==> src/isa_pkg.sv <==
`default_nettype none

package isa_pkg;

    ////////////////////////////////////////
    // Word and field widths
    ////////////////////////////////////////

    localparam int data_width     = 32;
    localparam int reg_addr_width = 5;
    localparam int shamt_width    = 5;
    localparam int imm_width      = 16;
    localparam int reg_count      = 2 ** reg_addr_width;

    ////////////////////////////////////////
    // Encodings
    ////////////////////////////////////////

    // Opcodes accepted by the issue stage
    typedef enum logic [4:0] {
        nop, add, addu, sub, subu,
        and_r, or_r, xor_r, nor_r, slt, sltu,
        addi, addiu, andi, ori, xori, lui,
        sll, srl, sra
    } opcode_e;

    // ALU operation in a 3 bit field
    typedef enum logic [2:0] {
        alu_add   = 3'd0,
        alu_sub   = 3'd1,
        alu_and   = 3'd2,
        alu_or    = 3'd3,
        alu_xor   = 3'd4,
        alu_nor   = 3'd5,
        alu_slt   = 3'd6,
        alu_passb = 3'd7
    } alu_op_e;

    // Shift operation with code 2'b11 left unused
    typedef enum logic [1:0] {
        sh_sll = 2'b00,
        sh_srl = 2'b01,
        sh_sra = 2'b10
    } shift_op_e;

    // Decoded instruction word as presented at the top level
    typedef struct packed {
        opcode_e                   opcode;
        logic [reg_addr_width-1:0] rs;
        logic [reg_addr_width-1:0] rt;
        logic [reg_addr_width-1:0] rd;
        logic [shamt_width-1:0]    shamt;
        logic [imm_width-1:0]      imm;
    } instr_t;

endpackage

`default_nettype wire
==> src/pipe_pkg.sv <==
`default_nettype none

package pipe_pkg;

    // Register stages between issue and writeback
    localparam int alu_stages = 4;

    ////////////////////////////////////////
    // Issue bundle
    ////////////////////////////////////////

    typedef struct packed {
        logic                                    oper;
        // Take the shifter result instead of the ALU result
        logic                                    sel_shift;
        // Second ALU operand is imm_ext instead of regb
        logic                                    sel_imm;
        isa_pkg::alu_op_e                        alu_op;
        logic                                    unsig;
        isa_pkg::shift_op_e                      shift_op;
        logic [isa_pkg::shamt_width-1:0]         shamt;
        logic [isa_pkg::data_width-1:0]          rega;
        logic [isa_pkg::data_width-1:0]          regb;
        logic [isa_pkg::data_width-1:0]          imm_ext;
        logic [isa_pkg::reg_addr_width-1:0]      regdest;
        logic                                    writereg;
        // Write even when the ALU flags a signed overflow
        logic                                    writeov;
    } issue_t;

    ////////////////////////////////////////
    // Writeback
    ////////////////////////////////////////

    typedef struct packed {
        logic                               oper;
        logic [isa_pkg::reg_addr_width-1:0] regdest;
        logic                               writereg;
        logic [isa_pkg::data_width-1:0]     value;
    } wb_t;

endpackage

`default_nettype wire

==> src/alu_core_top.sv <==
`timescale 1ns/1ns
`default_nettype none

module alu_core_top (
    input  logic            clock,
    input  logic            reset,
    input  logic            instr_valid,
    input  isa_pkg::instr_t instr,
    output pipe_pkg::wb_t   wb
);

    logic [isa_pkg::reg_addr_width-1:0] raddr_a;
    logic [isa_pkg::reg_addr_width-1:0] raddr_b;
    logic [isa_pkg::data_width-1:0]     rdata_a;
    logic [isa_pkg::data_width-1:0]     rdata_b;
    pipe_pkg::issue_t                   iss;

    issue_stage issue0 (
        .clock       (clock),
        .reset       (reset),
        .instr_valid (instr_valid),
        .instr       (instr),
        .raddr_a     (raddr_a),
        .raddr_b     (raddr_b),
        .rdata_a     (rdata_a),
        .rdata_b     (rdata_b),
        .iss         (iss)
    );

    // Writeback feeds the write port and the top-level output
    reg_file rf0 (
        .clock   (clock),
        .reset   (reset),
        .raddr_a (raddr_a),
        .raddr_b (raddr_b),
        .rdata_a (rdata_a),
        .rdata_b (rdata_b),
        .wb      (wb)
    );

    alu_misc fu0 (
        .clock (clock),
        .reset (reset),
        .iss   (iss),
        .wb    (wb)
    );

endmodule

`default_nettype wire

==> src/issue_stage.sv <==
`timescale 1ns/1ns
`default_nettype none

module issue_stage (
    input  logic                               clock,
    input  logic                               reset,
    input  logic                               instr_valid,
    input  isa_pkg::instr_t                    instr,
    output logic [isa_pkg::reg_addr_width-1:0] raddr_a,
    output logic [isa_pkg::reg_addr_width-1:0] raddr_b,
    input  logic [isa_pkg::data_width-1:0]     rdata_a,
    input  logic [isa_pkg::data_width-1:0]     rdata_b,
    output pipe_pkg::issue_t                   iss
);

    logic [isa_pkg::data_width-1:0] imm_sext;
    logic [isa_pkg::data_width-1:0] imm_zext;
    logic [isa_pkg::data_width-1:0] imm_upper;
    pipe_pkg::issue_t               next_iss;

    assign raddr_a = instr.rs;
    assign raddr_b = instr.rt;

    assign imm_sext  = {{(isa_pkg::data_width-isa_pkg::imm_width){instr.imm[isa_pkg::imm_width-1]}},
                        instr.imm};
    assign imm_zext  = {{(isa_pkg::data_width-isa_pkg::imm_width){1'b0}}, instr.imm};
    assign imm_upper = {instr.imm, {(isa_pkg::data_width-isa_pkg::imm_width){1'b0}}};

    ////////////////////////////////////////
    // Decode
    ////////////////////////////////////////

    always_comb begin
        next_iss = '0;
        if (instr_valid) begin
            next_iss.oper     = 1'b1;
            next_iss.rega     = rdata_a;
            next_iss.regb     = rdata_b;
            next_iss.shamt    = instr.shamt;
            next_iss.imm_ext  = imm_sext;
            next_iss.regdest  = instr.rd;
            next_iss.writereg = 1'b1;
            next_iss.writeov  = 1'b1;
            next_iss.alu_op   = isa_pkg::alu_add;
            case (instr.opcode)
                isa_pkg::add:   next_iss.writeov = 1'b0;
                isa_pkg::addu:  next_iss.unsig = 1'b1;
                isa_pkg::sub: begin
                    next_iss.alu_op  = isa_pkg::alu_sub;
                    next_iss.writeov = 1'b0;
                end
                isa_pkg::subu: begin
                    next_iss.alu_op = isa_pkg::alu_sub;
                    next_iss.unsig  = 1'b1;
                end
                isa_pkg::and_r: next_iss.alu_op = isa_pkg::alu_and;
                isa_pkg::or_r:  next_iss.alu_op = isa_pkg::alu_or;
                isa_pkg::xor_r: next_iss.alu_op = isa_pkg::alu_xor;
                isa_pkg::nor_r: next_iss.alu_op = isa_pkg::alu_nor;
                isa_pkg::slt:   next_iss.alu_op = isa_pkg::alu_slt;
                isa_pkg::sltu: begin
                    next_iss.alu_op = isa_pkg::alu_slt;
                    next_iss.unsig  = 1'b1;
                end
                // Immediate forms write rt
                isa_pkg::addi, isa_pkg::addiu, isa_pkg::andi,
                isa_pkg::ori, isa_pkg::xori, isa_pkg::lui: begin
                    next_iss.sel_imm = 1'b1;
                    next_iss.regdest = instr.rt;
                    case (instr.opcode)
                        isa_pkg::addi:  next_iss.writeov = 1'b0;
                        isa_pkg::addiu: next_iss.unsig = 1'b1;
                        isa_pkg::andi: begin
                            next_iss.alu_op  = isa_pkg::alu_and;
                            next_iss.imm_ext = imm_zext;
                        end
                        isa_pkg::ori: begin
                            next_iss.alu_op  = isa_pkg::alu_or;
                            next_iss.imm_ext = imm_zext;
                        end
                        isa_pkg::xori: begin
                            next_iss.alu_op  = isa_pkg::alu_xor;
                            next_iss.imm_ext = imm_zext;
                        end
                        default: begin
                            next_iss.alu_op  = isa_pkg::alu_passb;
                            next_iss.imm_ext = imm_upper;
                        end
                    endcase
                end
                isa_pkg::sll, isa_pkg::srl, isa_pkg::sra: begin
                    next_iss.sel_shift = 1'b1;
                    next_iss.shift_op  = (instr.opcode == isa_pkg::sll) ? isa_pkg::sh_sll :
                                         (instr.opcode == isa_pkg::srl) ? isa_pkg::sh_srl :
                                                                          isa_pkg::sh_sra;
                end
                // nop and unknown codes pass a zero value and write nothing
                default: begin
                    next_iss.alu_op   = isa_pkg::alu_passb;
                    next_iss.sel_imm  = 1'b1;
                    next_iss.imm_ext  = '0;
                    next_iss.regdest  = '0;
                    next_iss.writereg = 1'b0;
                end
            endcase
        end
    end

    always_ff @(posedge clock or negedge reset) begin
        if (!reset) begin
            iss <= '0;
        end else begin
            iss <= next_iss;
        end
    end

endmodule

`default_nettype wire

==> src/reg_file.sv <==
`timescale 1ns/1ns
`default_nettype none

module reg_file (
    input  logic                               clock,
    input  logic                               reset,
    input  logic [isa_pkg::reg_addr_width-1:0] raddr_a,
    input  logic [isa_pkg::reg_addr_width-1:0] raddr_b,
    output logic [isa_pkg::data_width-1:0]     rdata_a,
    output logic [isa_pkg::data_width-1:0]     rdata_b,
    input  pipe_pkg::wb_t                      wb
);

    logic [isa_pkg::data_width-1:0] regs [isa_pkg::reg_count];
    logic                           wr_en;
    logic                           hit_a;
    logic                           hit_b;

    // Writes to register zero are dropped
    assign wr_en = wb.oper && wb.writereg && (wb.regdest != '0);

    always_ff @(posedge clock or negedge reset) begin
        if (!reset) begin
            for (int i = 0; i < isa_pkg::reg_count; i++) begin
                regs[i] <= '0;
            end
        end else if (wr_en) begin
            regs[wb.regdest] <= wb.value;
        end
    end

    ////////////////////////////////////////
    // Read ports
    ////////////////////////////////////////

    // A write on the same edge is seen by the reading issue stage
    assign hit_a = wr_en && (wb.regdest == raddr_a);
    assign hit_b = wr_en && (wb.regdest == raddr_b);

    assign rdata_a = (raddr_a == '0) ? '0 : (hit_a ? wb.value : regs[raddr_a]);
    assign rdata_b = (raddr_b == '0) ? '0 : (hit_b ? wb.value : regs[raddr_b]);

endmodule

`default_nettype wire

==> src/alu_misc.sv <==
`timescale 1ns/1ns
`default_nettype none

module alu_misc (
    input  logic             clock,
    input  logic             reset,
    input  pipe_pkg::issue_t iss,
    output pipe_pkg::wb_t    wb
);

    logic [isa_pkg::data_width-1:0] operand_b;
    logic [isa_pkg::data_width-1:0] alu_result;
    logic                           alu_overflow;
    logic [isa_pkg::data_width-1:0] shift_result;
    pipe_pkg::wb_t                  head;

    ////////////////////////////////////////
    // Execute
    ////////////////////////////////////////

    assign operand_b = iss.sel_imm ? iss.imm_ext : iss.regb;

    alu alu0 (
        .a        (iss.rega),
        .b        (operand_b),
        .op       (iss.alu_op),
        .unsig    (iss.unsig),
        .result   (alu_result),
        .overflow (alu_overflow)
    );

    // Shifts always act on the rt operand
    shifter shifter0 (
        .value    (iss.regb),
        .shift_op (iss.shift_op),
        .shamt    (iss.shamt),
        .result   (shift_result)
    );

    // Payload entering the first register stage
    always_comb begin
        head.oper    = iss.oper;
        head.regdest = iss.regdest;
        // Overflow cancels the write unless the opcode ignores it
        head.writereg = iss.writereg & (~alu_overflow | iss.writeov);
        head.value    = iss.sel_shift ? shift_result : alu_result;
    end

    ////////////////////////////////////////
    // Stages to writeback
    ////////////////////////////////////////

    for (genvar i = 0; i < pipe_pkg::alu_stages; i++) begin : g_stage
        pipe_pkg::wb_t d;
        pipe_pkg::wb_t q;

        if (i == 0) begin : g_head
            assign d = head;
        end else begin : g_tail
            assign d = g_stage[i-1].q;
        end

        // An invalid slot carries an all-zero payload
        always_ff @(posedge clock or negedge reset) begin
            if (!reset) begin
                q <= '0;
            end else if (!d.oper) begin
                q <= '0;
            end else begin
                q <= d;
            end
        end
    end

    assign wb = g_stage[pipe_pkg::alu_stages-1].q;

endmodule

`default_nettype wire

==> src/shifter.sv <==
`timescale 1ns/1ns
`default_nettype none

module shifter (
    input  logic [isa_pkg::data_width-1:0]  value,
    input  isa_pkg::shift_op_e              shift_op,
    input  logic [isa_pkg::shamt_width-1:0] shamt,
    output logic [isa_pkg::data_width-1:0]  result
);

    logic                           fill;
    logic [isa_pkg::data_width-1:0] stage;

    // Sign bit fills from the left only on arithmetic right shifts
    assign fill = (shift_op == isa_pkg::sh_sra) && value[isa_pkg::data_width-1];

    ////////////////////////////////////////
    // Log shifter with one level per amount bit
    ////////////////////////////////////////

    always_comb begin
        stage = value;
        for (int i = 0; i < isa_pkg::shamt_width; i++) begin
            if (shamt[i]) begin
                if (shift_op == isa_pkg::sh_sll) begin
                    stage = stage << (1 << i);
                end else if (fill) begin
                    // Shifting the complement brings in ones
                    stage = ~(~stage >> (1 << i));
                end else begin
                    stage = stage >> (1 << i);
                end
            end
        end
        result = stage;
    end

endmodule

`default_nettype wire

==> src/alu.sv <==
`timescale 1ns/1ns
`default_nettype none

module alu (
    input  logic [isa_pkg::data_width-1:0] a,
    input  logic [isa_pkg::data_width-1:0] b,
    input  isa_pkg::alu_op_e               op,
    input  logic                           unsig,
    output logic [isa_pkg::data_width-1:0] result,
    output logic                           overflow
);

    logic [isa_pkg::data_width-1:0] sum;
    logic [isa_pkg::data_width-1:0] diff;
    logic                           add_ov;
    logic                           sub_ov;
    logic                           less;

    assign sum  = a + b;
    assign diff = a - b;

    // Operands of equal sign giving a sum of the other sign
    assign add_ov = (a[isa_pkg::data_width-1] == b[isa_pkg::data_width-1]) &&
                    (sum[isa_pkg::data_width-1] != a[isa_pkg::data_width-1]);

    // Operands of different sign and a difference with the sign of b
    assign sub_ov = (a[isa_pkg::data_width-1] != b[isa_pkg::data_width-1]) &&
                    (diff[isa_pkg::data_width-1] != a[isa_pkg::data_width-1]);

    assign less = unsig ? (a < b) : ($signed(a) < $signed(b));

    always_comb begin
        result   = '0;
        overflow = 1'b0;
        case (op)
            isa_pkg::alu_add: begin
                result   = sum;
                overflow = add_ov;
            end
            isa_pkg::alu_sub: begin
                result   = diff;
                overflow = sub_ov;
            end
            isa_pkg::alu_and:   result = a & b;
            isa_pkg::alu_or:    result = a | b;
            isa_pkg::alu_xor:   result = a ^ b;
            isa_pkg::alu_nor:   result = ~(a | b);
            isa_pkg::alu_slt:   result = {{(isa_pkg::data_width-1){1'b0}}, less};
            isa_pkg::alu_passb: result = b;
            default:            result = '0;
        endcase

        // Unsigned forms never trap
        if (unsig) begin
            overflow = 1'b0;
        end
    end

endmodule

`default_nettype wire

==> config.mk <==
export PLATFORM = sky130hd
export DESIGN_NAME = alu_core_top
export DESIGN_NICKNAME = d
export VERILOG_FILES = /design/src/isa_pkg.sv /design/src/pipe_pkg.sv /design/src/alu_core_top.sv /design/src/issue_stage.sv /design/src/reg_file.sv /design/src/alu_misc.sv /design/src/shifter.sv /design/src/alu.sv
export SDC_FILE = /design/constraint.sdc
export NUM_CORES = 2
export LEC_CHECK = 0
export CELL_PAD_IN_SITES_DETAIL_PLACEMENT = 1
export CELL_PAD_IN_SITES_GLOBAL_PLACEMENT = 2
export CORE_AREA = 2 2 420 589
export DETAILED_ROUTE_END_ITERATION = 8
export DIE_AREA = 0 0 422 591
export DONT_BUFFER_PORTS = 1
export PLACE_DENSITY = 0.64
export SYNTH_ARGS = -nofsm -noshare
export SYNTH_HDL_FRONTEND = slang
export SYNTH_SLANG_ARGS = --single-unit
==> constraint.sdc <==
create_clock -name clock -period 5.45 [get_ports clock]
set_input_delay 0.2725 -clock clock [delete_from_list [all_inputs] [get_ports clock]]
set_output_delay 0.2725 -clock clock [all_outputs]
set_load 0.02 [all_outputs]
## After elaboration in Yosys (flattened, before gate mapping)

Cells that the tools add are included.

| operators by class | value |
|---|---|
| $add $sub $neg | 2 |
| order comparisons | 6 |
| eq/ne operators | 33 |
| muxes and demuxes | 53 |
| bitwise operators | 20 |
| reduce and logical (&&, ||, !) cells | 24 |

Operators by type and width:

| cell | number |
|---|---|
| 1024-bit bitwise mux | 1 |
| 32-bit 2-to-1 mux | 26 |
| 32-bit binary-select mux with 5-bit select | 2 |
| 32-bit case mux with 8 select lines | 1 |
| 32-bit inverter | 6 |
| 32-bit demux with 5-bit select | 1 |
| 39-bit 2-to-1 mux | 4 |
| 117-bit 2-to-1 mux | 1 |
| 37-bit case mux with 2 select lines | 1 |
| 32-bit < comparator | 2 |
| 32-bit case mux with 2 select lines | 1 |
| 5-bit by 4-bit equality test with 1-bit output, second input constant | 8 |
| 32-bit adder | 1 |
| 32-bit AND | 1 |
| 16-bit inverter with 32-bit output | 1 |
| 24-bit inverter with 32-bit output | 1 |
| 28-bit inverter with 32-bit output | 1 |
| 30-bit inverter with 32-bit output | 1 |
| 31-bit inverter with 32-bit output | 1 |
| 32-bit OR | 1 |
| 32-bit subtractor | 1 |
| 32-bit XOR | 1 |
| 3-bit case mux with 8 select lines | 1 |
| 5-bit by 3-bit equality test with 1-bit output, second input constant | 4 |
| other kinds (31) | 69 |

| word-level totals | value |
|---|---|
| register bits after elaboration | 1297 |
| input bits | 44 |
| output and inout bits | 39 |

## Longest topological paths before layout

| logic depth | value |
|---|---|
| depth after elaboration | 27 |
| depth in mapped cells | 17 |
| depth with buffers taken out | 14 |

## Hierarchy

From an unflattened synthesis, not the netlist that was laid out.

| unflattened totals | value |
|---|---|
| cells, all modules | 6204 |
| area total of the unflattened synthesis | 75655.1 um^2 |

By module, submodules not included:

| module | times used | cells an instance | area each (um^2) |
|---|---|---|---|
| reg_file | 1 | 3862 | 55165.4 |
| alu_misc | 1 | 398 | 5851.9 |
| alu | 1 | 908 | 5779.3 |
| shifter | 1 | 736 | 4772.1 |
| issue_stage | 1 | 300 | 4086.4 |

## Worst setup path before layout

OpenSTA, ideal clock, no wires.

| timing | value |
|---|---|
| path kind | reg-to-reg |
| start point | reg, netlist name issue0.iss[114] |
| end point | reg fu0.g_stage[0].q[32] (netlist bit) |
| setup time | 0.120 ns |
| arrival time | 3.996 ns |
| data required time | 5.330 ns |
| path slack | 1.334 ns |
| stages on the path, launching flop included | 17 |
| period minus slack after synthesis | 4.116 ns |
| cell sequence | dfrtp_1 clkbuf_1 buf_2 buf_1 mux2_2 inv_1 ha_1 buf_6 or4_1 a21oi_1 o221a_2 nand3_1 a31oi_1 a221o_1 xnor2_1 nand4_1 and4_1 |

| between the ends | value |
|---|---|
| longest elaborated chain between the ends | 10 |
| elaborated cells between the ends (all ways) | 15 |

Ends and longest elaborated chain:

| element | RTL line | source |
|---|---|---|
| 32-bit 2-to-1 mux (*) | alu_misc.sv:21 | `assign operand_b = iss.sel_imm ? iss.imm_ext : iss.regb;` |
| 32-bit subtractor or 32-bit adder (tied branches) | alu.sv:20, alu.sv:19 |  |
| 1-bit != test, on equally long branches | alu.sv:28, alu.sv:24 |  |
| 1-bit logical AND, on equally long branches | alu.sv:27, alu.sv:23 |  |
| 1-bit case mux with 2 select lines (*) | alu.sv:35 | `case (op)` |
| 1-bit 2-to-1 mux (*) | alu.sv:54 | `if (unsig) begin` |
| 1-bit inverter (*) | alu_misc.sv:45 | `head.writereg = iss.writereg & (~alu_overflow \| iss.writeov);` |
| 1-bit OR (*) | alu_misc.sv:45 |  |
| 1-bit AND (*) | alu_misc.sv:45 |  |
| 39-bit 2-to-1 mux (*) | alu_misc.sv:67 | `end else if (!d.oper) begin` |
| to (signal assigned) | alu_misc.sv:66 | `q <= '0;` |
| to (signal assigned) | alu_misc.sv:68 | `q <= '0;` |
| to (signal assigned) | alu_misc.sv:70 | `q <= d;` |
| to (decl) | alu_misc.sv:55 | `pipe_pkg::wb_t q;` |

Every way passes the cells marked *; elsewhere a longest branch is shown, timed or not.
A chain may end at the register's enable or synchronous reset.

## Worst setup path in the final report

| timing | value |
|---|---|
| start point | reg, netlist name issue0.iss[114] |
| end point | reg fu0.g_stage[0].q[26] (netlist bit) |

| between the ends | value |
|---|---|
| longest elaborated chain between the ends | 6 |
| elaborated cells between the ends (all ways) | 10 |

Ends and longest elaborated chain:

| element | RTL line | source |
|---|---|---|
| 32-bit 2-to-1 mux (*) | alu_misc.sv:21 |  |
| branches (longest 2 deep; another with 32-bit subtractor) | - |  |
| 32-bit case mux with 8 select lines (*) | alu.sv:35 |  |
| 32-bit 2-to-1 mux (*) | alu_misc.sv:46 | `head.value = iss.sel_shift ? shift_result : alu_result;` |
| 39-bit 2-to-1 mux (*) | alu_misc.sv:67 |  |

Mark *: on every way between the ends.

==> flow_summary.ini <==
[run_status]
status = finished, violations left
violations = slew limit

[cts]
cts_max_level = 4
cts_tree = done
clk_latency_ps = 830
clkSinkCount = 1297
clockBufferDepth = 4
clk_pin_slew_ps = 60
cts.root.buffer_cell = clkbuf_16
numCtsBuffers = 146
post_cts_buffers = 0

[global_route]
grt_pass1_vias = 53066
grt.overflow.total = 0
use_met1_pct = 27.3
track_usage_pct = 22.3
grt-busiest-layer = met2
antenna_found_initial = 23
gr-usage-met3_pct = 3.10
grt_max_degree = 260
grt_first_pass_wirelength_mm = 406
met2_usage_pct = 39.3

[cells_and_area]
fillCellCount = 25666
fin_nets = 5389
drive_gt1_share_pct = 39.6
final_common_cell = dfrtp_1
multiInputGateArea_sq_mm = 0.0381
regArea_sq_mm = 0.0325
final_cell_mix = dfrtp_1 (1,291), mux2_2 (1,002), mux4_2 (653)
syn2layout_area_growth_pct = 12.4
final_cell_area_sq_mm = 0.0820

[hold_path]
hp-class = input port to flip-flop
hold_start = instr[28]

[die]
ios = 83
die_w_um = 422
initial_core_util_pct = 29.9
fp.dieH_um = 591
rows = 215
dieArea_sq_mm = 0.249
core-area_sq_mm = 0.244

[logic_synthesis]
synth_edf_count = 0
postSynth.asyncResetShare_pct = 100
syn_area_sq_mm = 0.0730
syn_inst = 5442
ys_seq_area_share_pct = 44.5
synth_ff_type = dfrtp_1
synth.area.top_cells = dfrtp_1 (44%), mux4_2 (20%), mux2_2 (15%)
yosysTopAreaCell = dfrtp_1
syn_nets = 5585
synth-seq-cells = 1297
synth_top_area_share_pct = 44.5
yosysWarnings = 0
ys_types = 92
avgSynthCellArea_sq_um = 13.4

[routing]
drc = 0
wl_per_cell_um = 32.6
ant_nets = 0
vias = 49161
routed_via_density = 5.71
drt_iter0_drc = 3438
drt-total-wl_mm = 281
dr.pass1.iters = 7

[timing]
hold_violations = 0
max_clock_freq_mhz = 207
setup_violations = 0
fin_setup_tns_ps = 0
tightest_slew_ps = 1640
slew_headroom_pct = -9.41
fin_crit_sh_pct = 88.5
fin_crit_ps = 4830
skew_ps = 80.5
rsz0062_at_grt = no
fin_hold_ws_ps = 29.7
maxSlewViolCount = 74

[worst_setup_path]
worstPathArrival_ps = 5420
required_ps = 6040
critPathLaunch = issue0.iss[114]
path_class = flip-flop to flip-flop
start_kind = flip-flop
r2r_start = issue0.iss[114]
endpoint_kind = flip-flop
crit_fanout = 15

[power]
leakage_nw = 36.4
vdd_drop_max_uv = 199
power_per_cell_area_mw_per_mm2 = 262

[place]
gp_congestion = 0.918
portBuffers = 0
place_hpwl_mm = 171
placed_cell_area_sq_mm = 0.0765

[job]
drv_cap = 0
==> per-stage QoR <==
stage	std cells	setup slack (ps)	power (mW)	utilization [%]
final	8615	625	21.5	33.6
after global routing	8612	470	22.3	33.6
after CTS	8605	747	21.8	33.5
after detailed placement	8295	789	11.3	31.3
after global placement	8295	712	11.3	31.3
after floorplan	5442	1330	10.9	-
==> final timing paths <==
kind                       cells past startpoint  slack, ps                   end
max in group asynchronous                      5       2470       issue0.iss[103]
setup reg to reg                              15        620  fu0.g_stage[0].q[26]
min in group asynchronous                      3         90         rf0.regs[298]
setup / recovery                              15        620  fu0.g_stage[0].q[26]
hold reg to reg                                0        390        rf0.regs[1013]
hold / removal                                 3         30        issue0.iss[69]
==> kinds of logic (layout without fill, tap and decap cells) <==
kind of cell             count (synthesis)  count (layout)  share of synthesized area [%]
AO/OA/AOI/OAI                          784             784                           7.24
XOR/XNOR                                40              40                          0.480
adder cells (fa/ha/maj)                 99              99                           1.72
buffers and inverters                  673             584                           3.68
flip-flops                            1297            1297                           44.5
multiplexers                          1772            1772                           37.2
other                                    0               7                              0
AND/OR/NAND/NOR                        777             777                           5.20
==> report_power, final <==
part | internal [mW] | total [mW] | switching (mW) | leakage (nW)
clock | 5.96 | 10.2 | 4.28 | 2.37
sequential | 9.70 | 9.77 | 0.0666 | 18.0
combinational | 0.547 | 1.52 | 0.976 | 16.0
==> per-layer routing <==
layer / vias up / routed length [um]
li1: 20208 / -
met2: 1243 / 143000
met4: 6 / 13700
met5: - / 47
met1: 27171 / 112000
met3: 533 / 12000
==> cell usage after synthesis (97+ instances only) <==
| cell type | count |
|---|---|
| clkbuf_1 | 413 |
| ha_1 | 97 |
| mux2_2 | 1002 |
| mux2i_1 | 117 |
| nand2_1 | 155 |
| o21ai_0 | 150 |
| dfrtp_1 | 1297 |
| and2_1 | 159 |
| buf_1 | 108 |
| mux4_2 | 653 |
| inv_1 | 112 |
| nor2_1 | 261 |
| a21oi_1 | 170 |
==> what timing repair did <==
action                                 in CTS  in global routing
resized for setup                           0                  0
setup endpoints to repair                   0                  0
endpoints found under the hold margin     535                  0
hold buffers                               55                  0
==> state kept, by name, indices dropped and copies added (netlist names) <==
signal         cells
fu0.g_stage.q    117
fu0.wb            39
issue0.iss       117
rf0.regs        1024
==> layout make-up <==
type                       count  area share (%)
clock inverter                39           0.619
tap                         3255            4.96
timing repair buffer         213            2.55
sequential                  1297            39.6
antenna                        7          0.0214
inverter                     116           0.531
clock buffer                 216            5.25
multi-input combinational   3472            46.5
==> worst max-delay path, stage by stage (launching register included) <==
cell       delay (ps)
dfrtp_2           690
mux2_2            430
ha_1              210
inv_1              80
fa_1              200
nor2b_1           240
o21ai_0           140
a2bb2oi_1         490
nor3b_1           300
nor2_1             70
buf_4             170
o21ai_0           740
a21boi_0          240
xor2_1            200
a221oi_1          260
o32ai_1           120
No activity file was read; power rests on OpenSTA's default activity.
